===== config.mk =====
export PLATFORM = sky130hd
export DESIGN_NAME = aes_req_fifo
export DESIGN_NICKNAME = d
export VERILOG_FILES = /design/src/aes_req_fifo.sv
export VERILOG_INCLUDE_DIRS = /design/src
export SDC_FILE = /design/constraint.sdc
export NUM_CORES = 1
export LEC_CHECK = 0
export ABC_CLOCK_PERIOD_IN_PS = 2270
export BUFFER_PORTS_ARGS = -buffer_cell sky130_fd_sc_hd__buf_4
export CAP_MARGIN = 15
export CORE_AREA = 4 4 41 43
export DETAILED_ROUTE_END_ITERATION = 6
export DIE_AREA = 0 0 45 47
export PLACE_DENSITY = 0.79
export SYNTH_ARGS = -nofsm -noshare
export SYNTH_HDL_FRONTEND = slang
export SYNTH_SLANG_ARGS = --single-unit

===== constraint.sdc =====
create_clock -name clk -period 2.27 [get_ports clk]
set_input_delay 0.681 -clock clk [delete_from_list [all_inputs] [get_ports clk]]
set_output_delay 0.681 -clock clk [all_outputs]
set_load 0.01 [all_outputs]

===== src/aes_defines.svh =====
`ifndef AES_DEFINES_SVH
`define AES_DEFINES_SVH

// data block and round key width
`define AES_BLOCK_W 128

// rounds for a 256-bit key, store holds AES_NR+1 keys
`define AES_NR 14

// entries per handshake buffer
`define AES_FIFO_DEPTH 4

// host tag carried from command to result
`define AES_TAG_W 4

`endif


===== src/aes_req_fifo.sv =====
`timescale 1ns/10ps
`default_nettype none
`include "aes_defines.svh"

module aes_req_fifo #(
    parameter type payload_t = logic
) (
    input  wire logic     clk,
    input  wire logic     resetn,
    input  wire logic     in_req,
    output logic          in_ack,
    input  wire payload_t in_data,
    output logic          out_req,
    input  wire logic     out_ack,
    output payload_t      out_data
);

    localparam int aw = $clog2(`AES_FIFO_DEPTH);
    localparam int cw = $clog2(`AES_FIFO_DEPTH + 1);
    localparam logic [aw-1:0] last_slot = aw'(`AES_FIFO_DEPTH - 1);
    localparam logic [cw-1:0] full_cnt = cw'(`AES_FIFO_DEPTH);

    payload_t        mem [`AES_FIFO_DEPTH];
    logic [aw-1:0]   wr_ptr;
    logic [aw-1:0]   rd_ptr;
    logic [cw-1:0]   count;
    logic            push;
    logic            pop;

    // accept only with a free slot and ack still low from the last transfer
    assign push = in_req && !in_ack && (count != full_cnt);
    // head leaves once the reader acks it
    assign pop = out_req && out_ack;

    // head entry, held steady while out_req is high
    assign out_data = mem[rd_ptr];

    always_ff @(posedge clk or negedge resetn)
    begin
        if (!resetn)
        begin
            in_ack  <= 1'b0;
            out_req <= 1'b0;
            wr_ptr  <= '0;
            rd_ptr  <= '0;
            count   <= '0;
        end
        else
        begin
            // write side four-phase
            if (push)
            begin
                in_ack <= 1'b1;
                wr_ptr <= (wr_ptr == last_slot) ? '0 : wr_ptr + 1'b1;
            end
            else if (in_ack && !in_req)
                in_ack <= 1'b0;

            // read side, next offer waits for ack low
            if (pop)
            begin
                out_req <= 1'b0;
                rd_ptr  <= (rd_ptr == last_slot) ? '0 : rd_ptr + 1'b1;
            end
            else if (!out_req && !out_ack && count != '0)
                out_req <= 1'b1;

            if (push && !pop)
                count <= count + 1'b1;
            else if (pop && !push)
                count <= count - 1'b1;
        end
    end

    always_ff @(posedge clk)
    begin
        if (push)
            mem[wr_ptr] <= in_data;
    end

endmodule

`default_nettype wire


* Word-level counts from Yosys, hierarchy flattened *
Memory sizes are Yosys's and may differ from the RTL's.
Cells that the tools add are included.

cells by class
  add/sub/neg operators = 4
  eq/ne operators = 3
  multiplexer cells = 10
  reductions and logical operators = 18

operators by type and width
  operator                                           count
  logical AND 1 bit                                  8
  zero test 1 bit                                    6
  two-way mux 1 bit                                  6
  two-way mux 3 bit                                  2
  nonzero test 2 bit                                 3
  adder 2 x 1 -> 2 bit (second input constant)       2
  equality test 2 bit (second input constant)        2
  two-way mux 2 bit                                  2
  adder 3 x 1 -> 3 bit (second input constant)       1
  inequality test 3 bit (second input constant)      1
  nonzero test 3 bit                                 1
  subtractor 3 x 1 -> 3 bit (second input constant)  1

word-level totals
  register bits = 9
  memory bits (writable) = 4
  input bits = 5
  output and inout port bits = 3
  memories kept = 1

memory list
  name  words  bits a word  rd ports  clocked after Yosys merged registers in  wr ports  RTL line            RTL
  mem   4      1            1         0                                        1         aes_req_fifo.sv:23  payload_t mem [`AES_FIFO_DEPTH];

* Logic depth before layout (Yosys ltp) *
  word-level depth = 7
  gate-level depth with buffers = 8
  gate-level depth less buffers = 8

* Worst setup path before layout *
No wires, ideal clock.

  kind = input port to flip-flop
  start point = in in_req
  end point = reg count[2]
  library setup time = 0.079 ns
  arrival time = 1.973 ns
  required time = 2.191 ns
  path slack = 0.218 ns
  stages on the path = 7
  path through = nor3b_4 > ha_1 > inv_1 > fa_1 > xor2_1 > nor2_1 > xor2_1

between the ends
  word-level cells in the longest chain between the ends = 5
  elaborated cells between the ends (all ways) = 7
  classes of those cells = mux: 1; reduce/logical: 6

ends and longest elaborated chain
  what                                 RTL line            RTL
  from (decl)                          aes_req_fifo.sv:10  input wire logic in_req,
  logical AND 1 bit * (2 in a row)     aes_req_fifo.sv:31  assign push = in_req && !in_ack && (count != full_cnt);
  zero test 1 bit                      aes_req_fifo.sv:70  else if (pop && !push)
  logical AND 1 bit                    aes_req_fifo.sv:70
  nonzero test 2 bit (no source line)  --
  to (signal assigned)                 aes_req_fifo.sv:69  count <= count + 1'b1;
  to (signal assigned)                 aes_req_fifo.sv:71  count <= count - 1'b1;
  to (decl)                            aes_req_fifo.sv:26  logic [cw-1:0] count;

Every way passes the cells marked *; elsewhere a longest branch is shown, timed or not.
A chain may end at the register's enable or synchronous reset.

* Worst setup path in the final report *
  start point = reg rd_ptr[0]
  end point = out out_data

between the ends
  word-level cells in the longest chain between the ends = 1

ends and longest elaborated chain
  what                     RTL line            RTL
  from (decl)              aes_req_fifo.sv:25  logic [aw-1:0] rd_ptr;
  from (signal assigned)   aes_req_fifo.sv:63  rd_ptr <= (rd_ptr == last_slot) ? '0 : rd_ptr + 1'b1;
  memory read (4 x 1 bit)  --
  to (decl)                aes_req_fifo.sv:15  output payload_t out_data

Every way passes these cells.

==> metrics <==
status completed; Multi-input gate area 294 um2; Vias/cell 4.84; initial core utilization 0.503; Synth Warn # 0; fin cells 73; height of the chip 47 um; TritonCTS Sinks 13; crit-path cells mux4_2, buf_4; #FFs+latches synth 13; Final nets 71; routed len/inst 11.3 um; FF-to-FF setup slack 370 ps; Residual DRC 0; chip width 45 um; Syn Area/Cell 14.2 um2; final period utilization 0.894; final number of setup-violating endpoints 0; Mapped Nets 58; Worst path max stage delay 510 ps; fin. max-slew vios 0; Yosys top cell by area dfrtp_1; initial antenna violation count 0; Reg clk slew, reported paths 80 ps; drt pass-1 iters 4; Resized Gates After CTS 0; global-route wire length before repair 1440 um; pwr/cell area 1130 nW/um2; peak supply drop 0.469 mV; slew of the pin with the lowest slew margin 273 ps; Routed Wire Length 827 um; leak pwr 0.349 nW; clk buf depth 2; asr flop ratio synth 0.692; row count 13; H-tree depth 1; Fillers 120; Post-synth top cells dfrtp_1, ha_1, and2_1, edfxtp_1, inv_1; skew final 1.87 ps; met2 Resource Use GR 0.144; total CTS buffers 3; GP Congestion 0.640; post-synth cell types 19; # diodes 0; crit start category flop; setup TNS 0 ps; met3 Track Usage GR 0.0383; slowest stage cell, crit path mux4_2; port bufs 7; routed vias 353; Cells after Synth 46; worst endpoint required time 1590 ps; Post-Synthesis Cell Area 654 um2; sequential cell area fraction in the yosys report 0.528; fraction of layout cells with a size suffix above 1 0.310; number of flops mapped to enable cells by yosys 4; RSZ-0062 raised after global routing false; All-Layer GR Usage 0.0994; kind of end point of the critical path output port; critical path type reg -> out; initial DRC count 9; ys flop type dfrtp_1; hpwl dp 655 um; Cells after DPL 69; largest net degree at the start of global routing 10; Synth top area share 0.344; GR Layer Usage met1 0.121; Largest delay share family, worst path multiplexers; vias in the first global route 340; Root Buffer clkbuf_4; core area 1300 um2; most common cell in the synthesized netlist dfrtp_1; total die area 2120 um2; hold crit path type in -> async; Critical Path AT 1350 ps; later-pin clock latency in the skew report 270 ps; Top Ports 8; Sequential Area 345 um2; Post-CTS Setup Bufs 0; CTS tree done; minimum clock period after layout 2030 ps; critical path buffer and inverter count 1; FMAX 0.493 GHz; GRT overflow 0; max_cap viols 0; GR peak layer met2; Layout area overhead 16.1%; Fin. Hold Viols 0; max_slew headroom 0.817; Worst Path Max Fanout 4; synth top area cells dfrtp_1, edfxtp_1, ha_1; post-route ant nets 0; Hold Buf Count CTS 0
worst paths after layout:
| check | depth (start not counted) | endpoint | start |
|---|---|---|---|
| min reg2reg | 1 | count[2] | count[2] |
| min in group clk | 1 | count[2] | count[2] |
| max | 2 | out_data | rd_ptr[0] |
| max reg2reg | 6 | count[1] | count[0] |
| max in group asynchronous | 1 | wr_ptr[1] | resetn |
| min | 1 | count[0] | resetn |
logic make-up (layout without fill, tap and decap cells):
logic type      after synthesis  in the layout  share of synthesized area
compound gates                2              2                     0.0230
buf+inv                       4             16                     0.0229
mux                           5              5                      0.115
xor+xnor                      3              3                     0.0402
flops                        13             13                      0.528
fa+ha+maj                     7              7                      0.145
simple gates                 12             12                      0.126
stage by stage:
| step | power, mW | instance area, um2 | util | worst slack, ps | hold slack, ps |
|---|---|---|---|---|---|
| final | 0.859 | 759 | 0.584 | 240 | 217 |
| after global routing | 0.934 | 759 | 0.584 | 174 | 209 |
| after CTS | 0.873 | 759 | 0.584 | 221 | 213 |
| after detailed placement | 0.730 | 733 | 0.563 | 204 | 481 |
| after global placement | 0.716 | 733 | 0.563 | 227 | 473 |
| after floorplan | 0.641 | 654 | - | 218 | 385 |
sequential cells by signal (all words and copies together) (netlist names):
signal   cells
mem          4
count        3
rd_ptr       2
wr_ptr       2
in_ack       1
out_req      1
worst register-to-register path, stage by stage, from the launching register on:
cell	delay [ps]
dfrtp_1	450
nor3b_2	310
nor3b_4	80
ha_1	220
inv_1	70
fa_1	400
mux2_2	260
routing by layer:
metal	routed length [um]	vias to the layer above
li1	-	182
met1	395	163
met2	369	6
met3	51	2
met5	0	-
met4	10	0
power by group:
part           total [mW]  switching [mW]  internal [mW]
Sequential          0.408          0.0849          0.323
Clock               0.140          0.0718         0.0679
Combinational       0.311           0.123          0.189
Total               0.859           0.280          0.580
area by class of cell:
type / instances / area share
Timing Repair Buffer: 8 / 0.0791
Inverter: 4 / 0.0198
Clock buffer: 4 / 0.0346
Sequential cell: 13 / 0.455
Multi-Input combinational cell: 29 / 0.387
Tap cell: 15 / 0.0247
layout by cell type (no fill, tap or decap):
cell	instances
nor3b_4	1
edfxtp_1	4
clkbuf_1	1
mux2_2	2
dfrtp_1	9
nand2_1	1
clkbuf_4	3
a21o_1	1
nor4_1	1
nor3_1	1
ha_1	6
xor2_1	2
nor3b_2	1
a21boi_0	1
mux4_2	1
and2_1	4
fa_1	1
xnor2_1	1
inv_1	4
mux2_4	2
nor2_1	3
buf_4	8
Note: power is estimated with default switching activity, not from simulation.
