==> config.mk <==
export PLATFORM = sky130hd
export DESIGN_NAME = aes_device
export DESIGN_NICKNAME = d
export VERILOG_FILES = /design/src/aes_cmd_pkg.sv /design/src/aes_device.sv
export VERILOG_INCLUDE_DIRS = /design/src
export SDC_FILE = /design/constraint.sdc
export NUM_CORES = 1
export LEC_CHECK = 0
export ABC_CLOCK_PERIOD_IN_PS = 21800
export BUFFER_PORTS_ARGS = -buffer_cell sky130_fd_sc_hd__buf_2
export CAP_MARGIN = 30
export CORE_AREA = 2 2 309 311
export DETAILED_ROUTE_END_ITERATION = 8
export DIE_AREA = 0 0 311 313
export SYNTH_ARGS = -nofsm -noshare
export SYNTH_HDL_FRONTEND = slang
export SYNTH_SLANG_ARGS = --single-unit
export TNS_END_PERCENT = 50
==> constraint.sdc <==
create_clock -name clk -period 21.8 [get_ports clk]
set_clock_uncertainty 0.2 [all_clocks]
set_input_delay 2.18 -clock clk [delete_from_list [all_inputs] [get_ports clk]]
set_output_delay 2.18 -clock clk [all_outputs]
set_load 0.01 [all_outputs]
==> src/aes_defines.svh <==
`ifndef AES_DEFINES_SVH
`define AES_DEFINES_SVH

// data block and round key width
`define AES_BLOCK_W 128

// rounds for a 256-bit key, store holds AES_NR+1 keys
`define AES_NR 14

// entries per handshake buffer
`define AES_FIFO_DEPTH 4

// host tag carried from command to result
`define AES_TAG_W 4

`endif

==> src/aes_cmd_pkg.sv <==
`default_nettype none
`include "aes_defines.svh"

package aes_cmd_pkg;

    // host opcodes
    typedef enum logic [1:0]
    {
        op_key_hi  = 2'd0,
        op_key_lo  = 2'd1,
        op_encrypt = 2'd2
    } aes_op_e;

    // one host command, 134 bits
    typedef struct packed
    {
        aes_op_e                 op;
        logic [`AES_TAG_W-1:0]   tag;
        logic [`AES_BLOCK_W-1:0] data;
    } aes_cmd_t;

    // one result back to the host, 132 bits
    typedef struct packed
    {
        logic [`AES_TAG_W-1:0]   tag;
        logic [`AES_BLOCK_W-1:0] data;
    } aes_res_t;

endpackage

`default_nettype wire

==> src/aes_device.sv <==
`timescale 1ns/10ps
`default_nettype none
`include "aes_defines.svh"

module aes_device (
    input  wire logic                      clk,
    input  wire logic                      resetn,
    input  wire logic                      cmd_req,
    output logic                           cmd_ack,
    input  wire aes_cmd_pkg::aes_cmd_t     cmd,
    output logic                           res_req,
    input  wire logic                      res_ack,
    output aes_cmd_pkg::aes_res_t          res,
    output logic                           key_load,
    output logic [2*`AES_BLOCK_W-1:0]      key,
    input  wire logic                      keys_ready,
    output logic                           enc_start,
    output logic [`AES_BLOCK_W-1:0]        enc_block,
    input  wire logic                      enc_done,
    input  wire logic [`AES_BLOCK_W-1:0]   enc_result
);

    typedef enum logic [2:0]
    {
        st_idle,
        st_accept,
        st_wait_keys,
        st_encrypt,
        st_push,
        st_release
    } state_e;

    state_e                state;
    aes_cmd_pkg::aes_cmd_t cmd_q;

    assign enc_block = cmd_q.data;

    always_ff @(posedge clk or negedge resetn)
    begin
        if (!resetn)
        begin
            state     <= st_idle;
            cmd_ack   <= 1'b0;
            res_req   <= 1'b0;
            key_load  <= 1'b0;
            enc_start <= 1'b0;
        end
        else
        begin
            // single-cycle strobes
            key_load  <= 1'b0;
            enc_start <= 1'b0;
            case (state)
                st_idle:
                    if (cmd_req)
                    begin
                        cmd_ack <= 1'b1;
                        state   <= st_accept;
                    end
                st_accept:
                    // finish the handshake, then dispatch on the opcode
                    if (!cmd_req)
                    begin
                        cmd_ack <= 1'b0;
                        case (cmd_q.op)
                            aes_cmd_pkg::op_key_lo:
                            begin
                                // second seed complete, expand it
                                key_load <= 1'b1;
                                state    <= st_idle;
                            end
                            aes_cmd_pkg::op_encrypt:
                                state <= st_wait_keys;
                            default:
                                state <= st_idle;
                        endcase
                    end
                st_wait_keys:
                    // hold the block until the round keys are complete
                    if (keys_ready)
                    begin
                        enc_start <= 1'b1;
                        state     <= st_encrypt;
                    end
                st_encrypt:
                    if (enc_done)
                    begin
                        res_req <= 1'b1;
                        state   <= st_push;
                    end
                st_push:
                    // stalls here while the result buffer is full
                    if (res_ack)
                    begin
                        res_req <= 1'b0;
                        state   <= st_release;
                    end
                st_release:
                    if (!res_ack)
                        state <= st_idle;
                default:
                    state <= st_idle;
            endcase
        end
    end

    always_ff @(posedge clk)
    begin
        // command stays stable while cmd_req is high
        if (state == st_idle && cmd_req)
            cmd_q <= cmd;
        if (state == st_accept && !cmd_req)
        begin
            if (cmd_q.op == aes_cmd_pkg::op_key_hi)
                key[255:128] <= cmd_q.data;
            else if (cmd_q.op == aes_cmd_pkg::op_key_lo)
                key[127:0] <= cmd_q.data;
        end
        // result goes out with the command's tag
        if (state == st_encrypt && enc_done)
        begin
            res.tag  <= cmd_q.tag;
            res.data <= enc_result;
        end
    end

endmodule

`default_nettype wire

== Word-level counts from Yosys, hierarchy flattened ==
Cells that the tools add are included.
W data, S select, Z words.
Cells by class
  add/sub/neg operators: 0
  multipliers: 0
  div/mod/pow operators: 0
  magnitude comparators: 0
  equal/unequal tests: 13
  shift-type cells: 0
  multiplexer cells: 19
  bitwise gates (word level): 1
  reductions and logical operators: 13
Operators with widths (number)
  $mux W3: 6
  $pmux W3 S6: 1
  $ne A2 B2 Y1 const B: 6
  $mux W1: 9
  $reduce_and A3 Y1: 3
  $eq A3 B2 Y1 const B: 2
  $eq A3 B3 Y1 const B: 2
  $reduce_and A6 Y1: 1
  $pmux W1 S2: 2
  $reduce_bool A2 Y1: 2
  $eq A3 B1 Y1 const B: 1
  $logic_and A1 B1 Y1: 3
  $logic_not A3 Y1: 1
  $eq A2 B1 Y1 const B: 1
  $eq A2 B2 Y1 const B: 1
  $logic_not A2 Y1: 1
  $mux W2: 1
  $reduce_and A2 Y1: 1
  $logic_not A1 Y1: 1
  $not A1 Y1: 1
Word-level totals
  register bits: 529
  latch bits: 0
  bits in writable memories: 0
  bits in read-only memories: 0
  input port bits: 268
  output and inout port bits: 520
  memories kept: 0

== Logic depth before layout (Yosys ltp) ==
Gate-level depths: netlist (run 1).
  word-level depth: 4
  gate-level depth with buffers: 5
  mapped depth without buffers: 4

== Worst setup path before layout (run 1) ==
No wires, ideal clock.
  kind: input to register
  from: input cmd_req
  to: register key[0], enable pin
  library setup time: 0.973 ns
  arrival time: 15.519 ns
  required time: 20.627 ns
  slack: 5.108 ns
  stages: 2
  path buffers: 0
  cells stage by stage: or2_1 > nor4b_1
On the way
  longest elaborated chain between the ends: 3
Ends and longest elaborated chain
  start: declaration: RTL line aes_device.sv:8  | input wire logic cmd_req,
  $logic_not A1 Y1: RTL line aes_device.sv:112  | if (state == st_accept && !cmd_req)
  $logic_and A1 B1 Y1: RTL line aes_device.sv:112
  $reduce_and A3 Y1 (no source line)
  end signal: assignment: RTL line aes_device.sv:117  | key[127:0] <= cmd_q.data;
  end: declaration: RTL line aes_device.sv:15  | output logic [2*`AES_BLOCK_W-1:0] key,
No other way between the ends.
A chain may end at the register's enable or synchronous reset.

== Worst setup path in the final report (run 1) ==
  from: input cmd_req
  to: register key[23], enable pin
Same word-level chain as after synthesis.

==> reports/metrics.cfg, run 1 <==
[detailed_routing]
antenna_left = 0
dr.pass1.iters = 4
routed_wl_mm = 60.74
wl_per_cell_um = 22.16
first_iter_violations = 597
viasPerCell = 3.425
drc = 0
via_count = 9388

[global_routing]
grt_use_total_pct = 11.82
grt_overflow = 0
grt_antenna_before_repair = 45
grt_pass1_wl_mm = 77.97
grt_pass1_vias = 9283
grt_start_max_net_pins = 129

[floorplanning]
die_w_um = 311
initial_core_util_pct = 18.13
io_pins = 788
rows = 113
dieHeight_um = 313
die-area_um2 = 97340
coreArea_um2 = 94160

[synth]
ys_warn_count = 0
ys_ff_latch = 529
synth_area_um2 = 17080
ys_types = 25
synth-async-reset-ratio_pct = 1.323
syn-num-nets = 962
yosys-top-cells-area = edfxtp_1 (92%), buf_4 (5.7%), dfrtp_1 (1.0%)
yosysSeqAreaShare_pct = 92.83
yosys.cell_count.top_type = edfxtp_1
synth_largest_area_cell = edfxtp_1
synth_common_cells = edfxtp_1 (522), buf_4 (129), dfrtp_1 (7)
synth_top_flop_cell = edfxtp_1
synth_edf_count = 522
netlist_instances = 694
synth.top_cell.area_share_pct = 91.80
syn_avg_cell_area_um2 = 24.60

[pwr]
vdd_drop_max_mv = 0.06365
power_density_nw_per_um2 = 112.4
total_power_uw = 2662
p_leak_uw = 0.009021

[timing]
slew_headroom_pct = 34.34
maxSlewViolCount = 0
worst_slew_pin_slew_ns = 0.9849
fmax_mhz = 244.9
rsz0062_at_grt = false
setup_viol = 0
finalHoldViolCount = 0
finalSetupTns_ns = 0
finalCriticalPeriod_ns = 4.084
period_share_pct = 18.73

[clocking]
htree_levels = 2
cts_tree = yes
ctsRootBufferMaster = clkbuf_16
clk_path_buf_depth = 3
cts_resized = 0
clk_pin_slew_ns = 0.06
cts_setup_buffers = 0
hold_buffers = 0
cts_buffers = 58
clk_latency_ns = 0.64
clock_sinks = 529

[outcome]
status = completed

[worst_hold_path]
hold_class = reg -> reg

[worst_setup_path]
cp_data_required_time_ns = 21.85
arrival_ns = 4.14
worstSetupPathType = in -> reg
cp-start-kind = input pin
critPathCaptureType = flop
path_max_fanout = 54

[placement]
dp_hpwl_mm = 47.23
place_area_um2 = 21710
gp_congestion = 0.7769
io_buffers = 787
dp_cells = 2624

[final_layout]
area_growth_pct = 38.68
drive_gt1_share_pct = 60.69
fin_area_um2 = 23680
stdcell_count = 2741
fin_nets = 1688
utilization_pct = 25.15

[run]
maxCapViolCount = 0

## final timing paths
| path | start | to | slack, ns | depth (start not counted) |
|---|---|---|---|---|
| min in group asynchronous | resetn | enc_start | 1.17 | 1 |
| max in group asynchronous | resetn | res_req | 20.07 | 1 |
| setup / recovery | cmd_req | key[23] | 17.72 | 5 |
| hold / removal | cmd_q[130] | res[130] | 0.22 | 0 |
| setup reg to reg | state[0] | key[23] | 18.79 | 4 |
| hold reg to reg | cmd_q[130] | res[130] | 0.22 | 0 |
## through the flow
stage	hold WS, ns	setup slack [ns]
3_5_place_dp	0.2062	16.99
4_1_cts	0.2198	17.72
5_1_grt	0.2286	17.67
3_3_place_gp	0.2012	17.01
6_report	0.2225	17.72
2_1_floorplan	0.2003	5.108
## final cells by class
| class | instances | area, um2 |
|---|---|---|
| multi-input combinational | 34 | 259.0 |
| sequential | 529 | 15850 |
| antenna | 8 | 20.02 |
| clock inverter | 35 | 349.1 |
| tap | 1265 | 1583 |
| clock buffer | 73 | 1572 |
| timing repair buffer | 797 | 4046 |
| fill | 9811 | 70480 |
## cells by family after synthesis
logic type | synth area share (%)
AND/OR/NAND/NOR | 0.9233
flip-flops | 92.83
XOR/XNOR | 0.05130
AO/OA/AOI/OAI | 0.3371
multiplexers | 0.05862
buffers and inverters | 5.803
## cell usage in the layout (no fill, tap or decap), drive strengths merged
| master | Yosys | routed |
|---|---|---|
| nor4 | 2 | 2 |
| buf | 131 | 797 |
| clkbuf | 0 | 73 |
| nor4bb | 1 | 1 |
| o211ai | 1 | 1 |
| mux2i | 1 | 1 |
| nand2 | 4 | 4 |
| nor3b | 1 | 1 |
| clkinvlp | 0 | 5 |
| nand2b | 3 | 3 |
| dfrtp | 7 | 7 |
| bufinv | 0 | 6 |
| or2 | 1 | 1 |
| a211oi | 1 | 1 |
| nor2b | 1 | 1 |
| a31oi | 1 | 1 |
| nand3 | 1 | 1 |
| xnor2 | 1 | 1 |
| clkinv | 0 | 20 |
| and3 | 1 | 1 |
| diode | 0 | 8 |
| inv | 0 | 4 |
| a32oi | 1 | 1 |
| nor2 | 6 | 6 |
| o21ai | 3 | 3 |
| nor3 | 1 | 1 |
| edfxtp | 522 | 522 |
| nor4b | 2 | 2 |
| a21o | 1 | 1 |
## metal layers
metal  track usage (%)  vias up  wire length [um]
met5                 0        -               146
met4             4.359       24              1648
met3             5.134      100              6179
met2             19.99      595             30180
met1             13.19     4631             22580
li1                  -     4038                 -
## critical path: stages
cell and delay, ns:
buf_2 0.12, or2_1 0.29, nor4b_2 0.33, buf_4 0.43
buf_4 0.66
## where the power goes
| group | internal (uW) | leakage (uW) | switching, uW |
|---|---|---|---|
| logic | 97.8 | 0.00325 | 212 |
| clock network | 582 | 0.000924 | 406 |
| registers | 1290 | 0.00484 | 70.4 |
| total | 1970 | 0.00902 | 689 |
## sequential cells by signal (all words and copies together) (netlist names)
| register | cells |
|---|---|
| key_load | 1 |
| key | 256 |
| res_req | 1 |
| enc_start | 1 |
| cmd_q | 6 |
| enc_block | 128 |
| cmd_ack | 1 |
| res | 132 |
| state | 3 |
Power figures use the tool's default switching activity.
==> inputs of run 2 (changes only) <==
Settings changed: ABC_CLOCK_PERIOD_IN_PS 21800 to 4260, CORE_AREA 2 2 309 311 to 2 2 304 306, DIE_AREA 0 0 311 313 to 0 0 306 308.
Clock period 21.8 ns to 4.26 ns, I/O delays scaled along.
==> reports/metrics.cfg, run 2 (synthesis results as in run 1) <==
[outcome]
status = completed

[worst_setup_path]
path_max_fanout = 52
crit_family = simple AND/OR/NAND/NOR gates
crit_buf_inv = 1
cp_data_required_time_ns = 4.30
worstSetupPathType = reg -> reg
arrival_ns = 2.77
critPathCaptureType = flop
critical-path-max-stage-delay_ns = 0.64
path_cells = nand2b_1 > nor4b_4 > buf_4
slowest_stage = buf_4
cp-start-kind = flop

[detailed_routing]
wl_per_cell_um = 20.22
dr.pass1.iters = 4
viasPerCell = 3.534
via_count = 10340
drc = 0
antenna_left = 0
routed_wl_mm = 59.19
first_iter_violations = 740

[final_layout]
seqCellArea_um2 = 15850
fin_area_um2 = 26260
layout_commonest_cell = buf_2
fillers = 8991
final_cell_mix = buf_2 (787), edfxtp_1 (522), dlygate4sd3_1 (268)
multiInputGateArea_um2 = 285.3
fin_nets = 1953
area_growth_pct = 53.81
regMostFlops = key
drive_gt1_share_pct = 51.33
largest_register_ffs = 256
utilization_pct = 28.87

[timing]
maxSlewViolCount = 0
worst_slew_pin_slew_ns = 0.8345
finalHoldViolCount = 0
slew_headroom_pct = 44.37
whs_ns = 0.1583
period_share_pct = 64.16
rsz0062_at_grt = false
finalCriticalPeriod_ns = 2.733
setup_viol = 0
fmax_mhz = 365.9
finalSetupTns_ns = 0

[global_routing]
grt_pass1_vias = 11280
grt_overflow = 0
grt_pass1_wl_mm = 80.34
grt_use_total_pct = 11.93
grt_start_max_net_pins = 128
grt_antenna_before_repair = 19

[pwr]
p_int_uw = 10200
clock_power_share_pct = 36.1
total_power_uw = 13790
p_leak_uw = 0.01012
switching_power_uw = 3591
combPwrFrac_pct = 13.2
power_density_nw_per_um2 = 525.0
vdd_drop_max_mv = 0.3555
p_seq_share_pct = 50.7
sw_frac_of_total_pct = 26.04

[clocking]
cts_resized = 0
htree_levels = 2
cts_tree = yes
cts_buffers = 58
ctsRootBufferMaster = clkbuf_16
clk_pin_slew_ns = 0.06
clk_path_buf_depth = 3
clk_latency_ns = 0.62
clock_sinks = 529

[floorplanning]
io_pins = 788
initial_core_util_pct = 18.77
dieHeight_um = 308
rows = 111
coreArea_um2 = 90970
die-area_um2 = 94250
die_w_um = 306

[placement]
io_buffers = 787
dp_hpwl_mm = 42.54
gp_congestion = 0.8283
place_area_um2 = 21690

[run]
maxCapViolCount = 0

[worst_hold_path]
hold_class = in -> async

-- run 2: cell count changes in the layout (fill, tap and decap cells not counted), moves of 3 or more --
cell           previous run  this run
diode_2                   8        11
buf_12                    1         6
buf_4                     8         1
dlygate4sd3_1             0       268
clkbuf_1                 12         8
-- run 2: final timing paths --
kind | startpoint | end | slack, ns | depth (start not counted)
min | resetn | state[1] | 0.16 | 2
max | state[0] | key[110] | 1.53 | 3
max reg2reg | state[0] | key[110] | 1.53 | 3
min reg2reg | cmd_q[131] | res[131] | 0.23 | 0
max in group asynchronous | resetn | state[2] | 3.52 | 2
min in group clk | cmd_q[131] | res[131] | 0.23 | 0
-- run 2: worst register-to-register path: cells and delay by family, from the launching register on --
family | cells | cell delay [ns]
and+or+nand+nor | 2 | 0.76
buffers and inverters | 1 | 0.64
DFF | 1 | 0.63
-- run 2: cell type report --
type / instances / area share [%]
antenna: 11 / 0.1048
clock buffer: 67 / 5.736
clock inverter: 38 / 1.372
multi-input combinational: 34 / 1.086
sequential: 529 / 60.35
tap: 1186 / 5.650
timing repair buffer: 1062 / 25.70
-- run 2: timing repair --
item	CTS	global route
setup buffers	0	0
hold buffers	268	0
endpoints found under the hold margin	275	0
endpoints found under the setup margin	0	0
-- run 2: stage by stage --
step	cells	worst slack [ns]
final	2927	1.527
after global routing	2922	1.406
after CTS	2916	1.537
after detailed placement	2543	1.535
after global placement	2543	1.671
after floorplan	694	-1.294
-- run 2: power groups by stage --
stage	registers (uW)	clock network [uW]	logic, uW
4_1_cts	7000	5150	1870
5_1_grt	7060	5330	1940
2_1_floorplan	7160	0	817
3_3_place_gp	7060	0	1630
6_report	6990	4970	1820
3_5_place_dp	7100	0	1650
-- run 2: layer usage --
layer	GRT usage, %	wire length (um)
met1	13.18	22100
met2	21.23	30310
met3	3.855	4959
met4	4.594	1788
met5	0	37
